File: src/design/can_rx_defs.svh
`ifndef CAN_RX_DEFS_SVH
`define CAN_RX_DEFS_SVH

// controller register port
`define CAN_RX_ADDR_W      5    // register address width
`define CAN_RX_DATA_W      16   // register data width

// message layout
`define CAN_RX_ID_W        11   // standard identifier
`define CAN_RX_NBYTES      7    // data bytes kept, slot 8 carries the bus number
`define CAN_RX_BUS_W       5    // originating bus number

// read sequence and queue sizing
`define CAN_RX_NREADS      5    // register reads per received frame
`define CAN_RX_FIFO_DEPTH  4    // power of two from 2 to 16

`endif

File: src/design/can_rx_pkg.sv
`include "can_rx_defs.svh"

package can_rx_pkg;

  // receive register map of the controller
  typedef enum logic [`CAN_RX_ADDR_W-1:0] {
    REG_D7  = 5'd0,   // byte 7 in [15:8], low half unused
    REG_D56 = 5'd1,   // byte 5 high, byte 6 low
    REG_D34 = 5'd2,   // byte 3 high, byte 4 low
    REG_D12 = 5'd3,   // byte 1 high, byte 2 low
    REG_ID  = 5'd5    // identifier in [15:5]
  } can_rx_reg_e;

  // register reader sequencer
  typedef enum logic {
    IDLE = 1'b0,      // waiting for rx_irq or pending frame
    READ = 1'b1       // stepping through the register map
  } reader_state_e;

  // one returned register word, tagged
  typedef struct packed {
    can_rx_reg_e                addr;     // register the word came from
    logic [`CAN_RX_DATA_W-1:0]  data;     // raw register contents
    logic [`CAN_RX_BUS_W-1:0]   bus_sel;  // bus of the frame being read
  } rd_beat_t;

  // assembled message as seen by the host
  // data[0] is byte 1, data[6] is byte 7
  typedef struct packed {
    logic [`CAN_RX_ID_W-1:0]         id;       // 11-bit identifier
    logic [`CAN_RX_NBYTES-1:0][7:0]  data;     // payload bytes
    logic [`CAN_RX_BUS_W-1:0]        bus_sel;  // originating bus
  } can_rx_msg_t;

endpackage

File: src/design/rx_reg_reader.sv
`timescale 1ns/100ps
`include "can_rx_defs.svh"

module rx_reg_reader
(
  input  logic                       clk,
  input  logic                       rst,       // sync, active low
  input  logic                       rx_irq,    // one-cycle frame received
  input  logic [`CAN_RX_BUS_W-1:0]   bus_sel,   // sampled at sequence start
  input  logic [`CAN_RX_DATA_W-1:0]  reg_data,  // registered read, one cycle after reg_rd
  output logic [`CAN_RX_ADDR_W-1:0]  reg_addr,
  output logic                       reg_rd,
  output can_rx_pkg::rd_beat_t       beat,      // returned word with its address
  output logic                       capture    // beat valid
);

  localparam int IDX_W = $clog2(`CAN_RX_NREADS);
  localparam logic [IDX_W-1:0] LAST_IDX = IDX_W'(`CAN_RX_NREADS - 1);

  can_rx_pkg::reader_state_e  state;
  logic [IDX_W-1:0]           idx;         // position in the read sequence
  logic                       pending;     // one frame waiting behind the current one
  logic [`CAN_RX_BUS_W-1:0]   bus_q;       // bus of the sequence in progress
  can_rx_pkg::can_rx_reg_e    addr_q;      // address of the read in flight
  logic [`CAN_RX_BUS_W-1:0]   beat_bus_q;  // bus paired with the read in flight
  logic                       start;
  logic                       last;

  // fixed read order, identifier first
  function automatic can_rx_pkg::can_rx_reg_e seq_addr(input logic [IDX_W-1:0] i);
    case (i)
      0:       seq_addr = can_rx_pkg::REG_ID;
      1:       seq_addr = can_rx_pkg::REG_D12;
      2:       seq_addr = can_rx_pkg::REG_D34;
      3:       seq_addr = can_rx_pkg::REG_D56;
      default: seq_addr = can_rx_pkg::REG_D7;
    endcase
  endfunction

  assign last  = (state == can_rx_pkg::READ) && (idx == LAST_IDX);  // final read this cycle
  // from idle on a new pulse or a waiting frame, back to back after the last read
  assign start = (state == can_rx_pkg::IDLE) ? (rx_irq || pending) : (last && pending);

  assign reg_rd   = (state == can_rx_pkg::READ);
  assign reg_addr = seq_addr(idx);       // rests on REG_ID while idle

  always_ff @(posedge clk)
  begin
    if (!rst)
    begin
      state   <= can_rx_pkg::IDLE;
      idx     <= '0;
      pending <= 1'b0;
      capture <= 1'b0;
    end
    else
    begin
      capture <= reg_rd;                 // data comes back next cycle
      if (start)
      begin
        state   <= can_rx_pkg::READ;
        idx     <= '0;
        pending <= 1'b0;                 // waiting frame consumed, extra pulses dropped
      end
      else if (last)
      begin
        state   <= can_rx_pkg::IDLE;
        idx     <= '0;
        pending <= rx_irq;               // pulse on the final read still counts
      end
      else if (state == can_rx_pkg::READ)
      begin
        idx <= idx + 1'b1;
        if (rx_irq)
        begin
          pending <= 1'b1;               // one deep, further pulses lost
        end
      end
    end
  end

  always_ff @(posedge clk)
  begin
    if (start)
    begin
      bus_q <= bus_sel;                  // latched per sequence
    end
    addr_q     <= seq_addr(idx);         // follows reg_addr by one cycle
    beat_bus_q <= bus_q;                 // survives a back-to-back restart
  end

  // reg_data arrives in the same cycle as the delayed address
  assign beat = '{addr: addr_q, data: reg_data, bus_sel: beat_bus_q};

endmodule

File: src/design/rx_msg_assembler.sv
`timescale 1ns/100ps

module rx_msg_assembler
(
  input  logic                     clk,
  input  logic                     rst,       // sync, active low
  input  can_rx_pkg::rd_beat_t     beat,      // tagged register word
  input  logic                     capture,   // beat valid
  output can_rx_pkg::can_rx_msg_t  msg,       // message being built
  output logic                     msg_done   // msg complete, one cycle
);

  logic last_beat;

  // REG_D7 is always read last, so it closes the message
  assign last_beat = capture && (beat.addr == can_rx_pkg::REG_D7);

  // field decode by register address
  always_ff @(posedge clk)
  begin
    if (capture)
    begin
      case (beat.addr)
        can_rx_pkg::REG_ID:
        begin
          msg.id <= beat.data[15:5];        // identifier left aligned
        end
        can_rx_pkg::REG_D12:
        begin
          msg.data[0] <= beat.data[15:8];   // byte 1
          msg.data[1] <= beat.data[7:0];    // byte 2
        end
        can_rx_pkg::REG_D34:
        begin
          msg.data[2] <= beat.data[15:8];   // byte 3
          msg.data[3] <= beat.data[7:0];    // byte 4
        end
        can_rx_pkg::REG_D56:
        begin
          msg.data[4] <= beat.data[15:8];   // byte 5
          msg.data[5] <= beat.data[7:0];    // byte 6
        end
        can_rx_pkg::REG_D7:
        begin
          msg.data[6] <= beat.data[15:8];   // byte 7, low half ignored
          msg.bus_sel <= beat.bus_sel;      // bus number rides in the eighth slot
        end
        default:
        begin
        end                                 // other registers leave the message alone
      endcase
    end
  end

  // done lags the last capture by one cycle, fields settled by then
  always_ff @(posedge clk)
  begin
    if (!rst)
    begin
      msg_done <= 1'b0;
    end
    else
    begin
      msg_done <= last_beat;
    end
  end

endmodule

File: src/design/rx_msg_fifo.sv
`timescale 1ns/100ps
`include "can_rx_defs.svh"

module rx_msg_fifo
(
  input  logic                     clk,
  input  logic                     rst,        // sync, active low
  input  can_rx_pkg::can_rx_msg_t  msg,        // finished message
  input  logic                     msg_done,   // push strobe
  input  logic                     msg_pop,    // host strobe, ignored when empty
  output can_rx_pkg::can_rx_msg_t  msg_out,    // head entry
  output logic                     msg_avail,  // queue not empty
  output logic                     overflow    // one cycle, push dropped
);

  localparam int DEPTH = `CAN_RX_FIFO_DEPTH;
  localparam int PTR_W = $clog2(DEPTH);
  localparam int CNT_W = PTR_W + 1;

  can_rx_pkg::can_rx_msg_t  mem [DEPTH];
  logic [PTR_W-1:0]         rd_ptr;     // head slot
  logic [PTR_W-1:0]         wr_ptr;     // next free slot
  logic [CNT_W-1:0]         count;      // entries held
  logic                     full;
  logic                     do_pop;
  logic                     do_push;

  assign full      = (count == CNT_W'(DEPTH));
  assign msg_avail = (count != '0);
  assign do_pop    = msg_pop && msg_avail;
  // a pop frees the slot in the same cycle, so full plus pop still accepts
  assign do_push   = msg_done && (!full || do_pop);

  // pointers wrap on their own, depth is a power of two
  always_ff @(posedge clk)
  begin
    if (!rst)
    begin
      rd_ptr   <= '0;
      wr_ptr   <= '0;
      count    <= '0;
      overflow <= 1'b0;
    end
    else
    begin
      overflow <= msg_done && !do_push;   // message lost
      if (do_push)
      begin
        wr_ptr <= wr_ptr + 1'b1;
      end
      if (do_pop)
      begin
        rd_ptr <= rd_ptr + 1'b1;
      end
      case ({do_push, do_pop})
        2'b10:   count <= count + 1'b1;
        2'b01:   count <= count - 1'b1;
        default: count <= count;          // none, or push and pop together
      endcase
    end
  end

  // storage
  always_ff @(posedge clk)
  begin
    if (do_push)
    begin
      mem[wr_ptr] <= msg;
    end
  end

  // head is visible without a read cycle, zero when empty
  assign msg_out = msg_avail ? mem[rd_ptr] : '0;

endmodule

File: src/design/can_rx_buffer_top.sv
`timescale 1ns/100ps
`include "can_rx_defs.svh"

module can_rx_buffer_top
(
  input  logic                       clk,
  input  logic                       rst,        // sync, active low
  input  logic                       rx_irq,     // frame received pulse from controller
  input  logic [`CAN_RX_BUS_W-1:0]   bus_sel,    // bus the frame arrived on
  input  logic [`CAN_RX_DATA_W-1:0]  reg_data,   // controller read data
  output logic [`CAN_RX_ADDR_W-1:0]  reg_addr,   // controller register address
  output logic                       reg_rd,     // controller read strobe
  output can_rx_pkg::can_rx_msg_t    msg_out,    // oldest queued message
  output logic                       msg_avail,
  input  logic                       msg_pop,    // host takes msg_out
  output logic                       overflow    // message dropped, queue full
);

  can_rx_pkg::rd_beat_t     beat;      // reader to assembler
  logic                     capture;
  can_rx_pkg::can_rx_msg_t  msg;       // assembler to queue
  logic                     msg_done;

  // input side, register reads on rx_irq
  rx_reg_reader reader_i
  (
    .clk      (clk),
    .rst      (rst),
    .rx_irq   (rx_irq),
    .bus_sel  (bus_sel),
    .reg_data (reg_data),
    .reg_addr (reg_addr),
    .reg_rd   (reg_rd),
    .beat     (beat),
    .capture  (capture)
  );

  // field decode into one message
  rx_msg_assembler assembler_i
  (
    .clk      (clk),
    .rst      (rst),
    .beat     (beat),
    .capture  (capture),
    .msg      (msg),
    .msg_done (msg_done)
  );

  // output side, host queue
  rx_msg_fifo fifo_i
  (
    .clk       (clk),
    .rst       (rst),
    .msg       (msg),
    .msg_done  (msg_done),
    .msg_pop   (msg_pop),
    .msg_out   (msg_out),
    .msg_avail (msg_avail),
    .overflow  (overflow)
  );

endmodule

File: config.mk
export PLATFORM = sky130hd
export DESIGN_NAME = can_rx_buffer_top
export DESIGN_NICKNAME = d
export VERILOG_FILES = /design/src/design/can_rx_pkg.sv /design/src/design/rx_reg_reader.sv /design/src/design/rx_msg_assembler.sv /design/src/design/rx_msg_fifo.sv /design/src/design/can_rx_buffer_top.sv
export VERILOG_INCLUDE_DIRS = /design/src /design/src/design
export SDC_FILE = /design/constraint.sdc
export NUM_CORES = 1
export LEC_CHECK = 0
export BUFFER_PORTS_ARGS = -buffer_cell sky130_fd_sc_hd__buf_2
export CORE_MARGIN = 2
export CORE_UTILIZATION = 59
export CTS_BUF_LIST = sky130_fd_sc_hd__clkbuf_16
export DETAILED_ROUTE_END_ITERATION = 10
export PLACE_DENSITY = 0.82
export SETUP_SLACK_MARGIN = 0.3
export SYNTH_ARGS = -nofsm -noshare
export SYNTH_HDL_FRONTEND = slang
export SYNTH_SLANG_ARGS = --single-unit
File: constraint.sdc
create_clock -name clk -period 3.7 [get_ports clk]
set_input_delay 0.555 -clock clk [delete_from_list [all_inputs] [get_ports clk]]
set_output_delay 0.555 -clock clk [all_outputs]
set_load 0.005 [all_outputs]
==> results.md <==
Status:
- The run finished with clean final reports.

Min path:
- The min-delay analysis places its worst path in the category in -> reg.

GRT:
- After global routing the overflow that remains totals 0.
- The combined global-route utilization of all metal layers is 22.0%.
- The pin count of the biggest net entering global routing is 75.
- The via count of the first global-routing pass is 6,884.
- The number of antenna violations at the first check in global routing came to 1.
- The global-route wire length before repair is slightly above 40,000 µm.

Route:
- Wire segments on met2 add up to around 14,000 µm in the final route.
- Summed over all nets, wire length on met3 after detailed routing comes to 1840 µm.
- In the final routed layout, each cell accounts on average for 24.7 µm.
- The final routed DRC violation total is 0.
- The detail route stage leaves a number of antenna-violating nets equal to 0.
- The detailed-route via count is 6,521.
- The met1 layer wirelength in the final routing is 10,700 µm.
- Using the TritonRoute via totals, the vias-per-cell ratio works out to 5.84.
- The DRC violation total after the first TritonRoute iteration is between 600 and 700.
- The total wire length after detailed routing is ~28,000 µm.
- The highest routing layer actually used is met5.
- The number of iterations in the first detailed-routing pass is 5.

Timing:
- Setup repair after global routing left no endpoint under its margin.
- The number of max-slew violations in the final report was 0.
- The total count of hold-check failures in the final report came to 0.
- The worst slew margin relative to its limit is 28.7%.
- The shortest period the worst path allows is between 2 and 3 ns.
- The number of endpoints failing setup at the final stage is 0.
- The pin slew with the least headroom to its limit is 1.07 ns.
- Based on the critical path, the design can be clocked at up to 0.336 GHz.
- Setup total negative slack on the finished layout was measured at 0 ns.
- The tightest hold path in the finished design has a slack of 0.212 ns.
- Of the available clock period, the critical path in the final layout requires approximately four fifths.
- The clock arrives with 0.0199 ns of skew.

Logic synthesis:
- For this run, asynchronously set or reset flops after synthesis account for 0%.
- Sorting the synthesized cells by how often they occur yields sky130_fd_sc_hd__edfxtp_1 (365), sky130_fd_sc_hd__and2_1 (82), sky130_fd_sc_hd__mux4_2 (70).
- In this run, synthesis inferred 365 flip-flops with an integrated enable.
- The cell with the most instances after synthesis is sky130_fd_sc_hd__edfxtp_1.
- The synthesized area is 14,400 µm².
- Synthesis instantiated 36 different standard cells from the library.
- After synthesis, the largest area contributor takes up 76.3% of total cell area.
- By area the synthesized netlist is led by sky130_fd_sc_hd__edfxtp_1 (76%), sky130_fd_sc_hd__mux4_2 (11%), sky130_fd_sc_hd__and2_1 (3.6%).
- The primary flip-flop cell chosen by synthesis mapping is sky130_fd_sc_hd__edfxtp_1.
- The post-synthesis average cell area is roughly 22 µm².
- Yosys printed 0 warnings.
- The fraction of the yosys area taken by sequential cells is 79.8%.
- sky130_fd_sc_hd__edfxtp_1 takes more of the synthesized area than any other cell.
- The gate count after technology mapping is 645.
- The number of register bits inferred by synthesis is just under 400.

Layout:
- The ratio of cells with drive above 1 in the final layout is 30.5%.
- Compared with the post-synthesis result, the final layout area differs by 13.8%.
- The count of inserted antenna diode cells is 0.
- Fill cells in the final layout number approximately 1,500.
- The final design utilization is 67.8%.
- Summing all multi-input logic gate instances after layout gives 2670 µm².
- Across the whole layout, storage elements account for 11,500 µm².
- In the final design database the tool counted 804 nets.

Die:
- The core region is between 20,000 and 25,000 µm².
- The floorplan step set the die width to roughly 160 µm.
- From bottom edge to top edge, the die measures 160 µm.
- The full die area is 25,600 µm².
- During I/O placement, the number of pins put on the boundary was about 110.
- The initial utilization of the core area, before any placement, comes to 59.6%.
- In this run the core area contains 57 standard-cell rows.

Power:
- In this run, the combinational gates consume 1.2% of the power.
- The net switching power is between 0.0015 and 0.002 W.
- Net switching is 19.2% of the power.
- The leakage power figure is 5.48 nW.
- The cell-internal power is 0.00676 W.
- The power per unit of standard cell area is 512 nW/µm².
- The share of total power dissipated in sequential elements is 57.6%.
- The worst-case IR drop observed on VDD is between 300 and 400 µV.
- The part of the total power dissipated in the clock network is 41.2%.

Critical path:
- Walking the worst path, the cells encountered are buf_12 > mux4_2 > and2_1 > buf_2.
- The maximum cell stage delay along the critical path is roughly 0.68 ns.
- On the critical path, the stage with the largest delay is an instance of sky130_fd_sc_hd__dfxtp_4.
- The startpoint type of the worst setup path is a flop.
- The required time of the worst setup path is 3.14 ns.
- The data arrival time of the critical path is between 2 and 2.5 ns.
- Of all nets on the critical path, the largest fanout is 26.
- The critical path endpoint category is an output port.
- By startpoint and endpoint, the worst setup path is classified as reg -> out.

Clocking:
- The number of setup buffers added after CTS is 0.
- Clock tree synthesis selected as its root buffer the cell sky130_fd_sc_hd__clkbuf_16.
- The count of hold buffers inserted by post-cts repair is 0.
- CTS saw 390 sinks.
- The CTS tree is built.
- TritonCTS created 36 clock buffers.
- Clock-pin slew was measured on the worst setup and hold paths at approximately 0.060 ns.
- The H-tree depth is 2.
- The clock insertion delay at the later pin of the skew report is 0.53 ns.
- The clock passes through at most 3 buffers.
- The number of gates resized after CTS was 0.

Flow run:
- The max-capacitance violation count is 0.

Placed design:
- The half-perimeter wire length after placement is 14,900 µm.
- The number of port buffers is 102.
- The congestion estimate from routability-driven global placement came to 0.744.
[routing by layer]
| layer | track usage, % | vias up |
|---|---|---|
| li1 | - | 2811 |
| met1 | 29.1 | 3411 |
| met2 | 37.5 | 255 |
| met3 | 4.65 | 42 |
| met4 | 6.63 | 2 |
| met5 | 0 | - |
[power groups by stage]
stage | clock network (W) | registers, W | logic (W)
2_1_floorplan | 0 | 0.00491 | 0.0000450
3_3_place_gp | 0 | 0.00492 | 0.0000928
3_5_place_dp | 0 | 0.00492 | 0.0000970
4_1_cts | 0.00349 | 0.00483 | 0.0000989
5_1_grt | 0.00364 | 0.00483 | 0.000105
6_report | 0.00345 | 0.00483 | 0.0000980
[cells by family (layout without fill, tap and decap cells)]
logic type | count (synthesis) | in the layout | share of synthesized area, %
fa+ha+maj | 11 | 11 | 1.01
buf+inv | 39 | 186 | 1.99
xor+xnor | 3 | 3 | 0.183
compound gates | 13 | 13 | 0.592
flops | 390 | 390 | 79.8
simple gates | 114 | 114 | 4.94
mux | 74 | 74 | 11.5
other cells | 1 | 2 | 0.0261
[per-stage QoR]
step,cell area [µm²],setup WS (ns),power [W],std cells
final,16300,0.722,0.00837,1117
after detailed placement,15300,1.08,0.00502,1054
after CTS,16300,0.648,0.00841,1117
after global placement,15300,1.17,0.00501,1054
after global routing,16300,0.540,0.00857,1117
after floorplan,14400,0.610,0.00495,646
[flip-flops by register name (all words and copies together), names as in the netlist, named ones only]
signal	cells
assembler_i.msg	72
fifo_i.overflow	1
reader_i.bus_q	5
fifo_i.rd_ptr	2
reader_i.capture	1
reader_i.beat_bus_q	5
fifo_i.count	3
reader_i.addr_q	3
assembler_i.msg_done	1
reader_i.idx	3
fifo_i.mem	288
reader_i.pending	1
reader_i.reg_rd	1
fifo_i.wr_ptr	2
[final timing paths]
path	start	end	slack [ns]	depth (start not counted)
setup / recovery	flop	msg_out[54]	0.72	4
hold / removal	bus_sel[3]	reader_i.bus_q[3]	0.21	1
setup reg to reg	fifo_i.count[0]	fifo_i.count[2]	1.35	9
hold reg to reg	reader_i.bus_q[1]	reader_i.beat_bus_q[1]	0.33	0
[layout make-up]
type	instances	share of cell area [%]
flip-flops and latches	390	70.2
multi-input cells	217	16.3
clock buffers	38	5.82
repair buffers	114	4.13
well taps	324	2.48
clock inverters	25	0.873
inverters	9	0.207
[critical path: cells and delay by family, from the launching register on]
kind,cells,cell delay (ns)
buffers and inverters,2,0.45
muxes,1,0.55
DFF,1,0.68
and+or+nand+nor,1,0.21
[cell usage in the layout (no fill, tap or decap), types with 5 or more instances in the layout]
cell	netlist	routed
sky130_fd_sc_hd__nor2_1	5	5
sky130_fd_sc_hd__nand2_1	7	7
sky130_fd_sc_hd__buf_2	8	102
sky130_fd_sc_hd__dfxtp_1	25	23
sky130_fd_sc_hd__clkinv_1	0	9
sky130_fd_sc_hd__clkinv_2	0	7
sky130_fd_sc_hd__mux4_2	70	70
sky130_fd_sc_hd__buf_4	2	6
sky130_fd_sc_hd__buf_12	7	6
sky130_fd_sc_hd__and2_1	82	78
sky130_fd_sc_hd__clkbuf_16	0	38
sky130_fd_sc_hd__edfxtp_1	365	365
sky130_fd_sc_hd__inv_1	9	15
sky130_fd_sc_hd__ha_1	10	10
No activity file was read; power rests on OpenSTA's default activity.
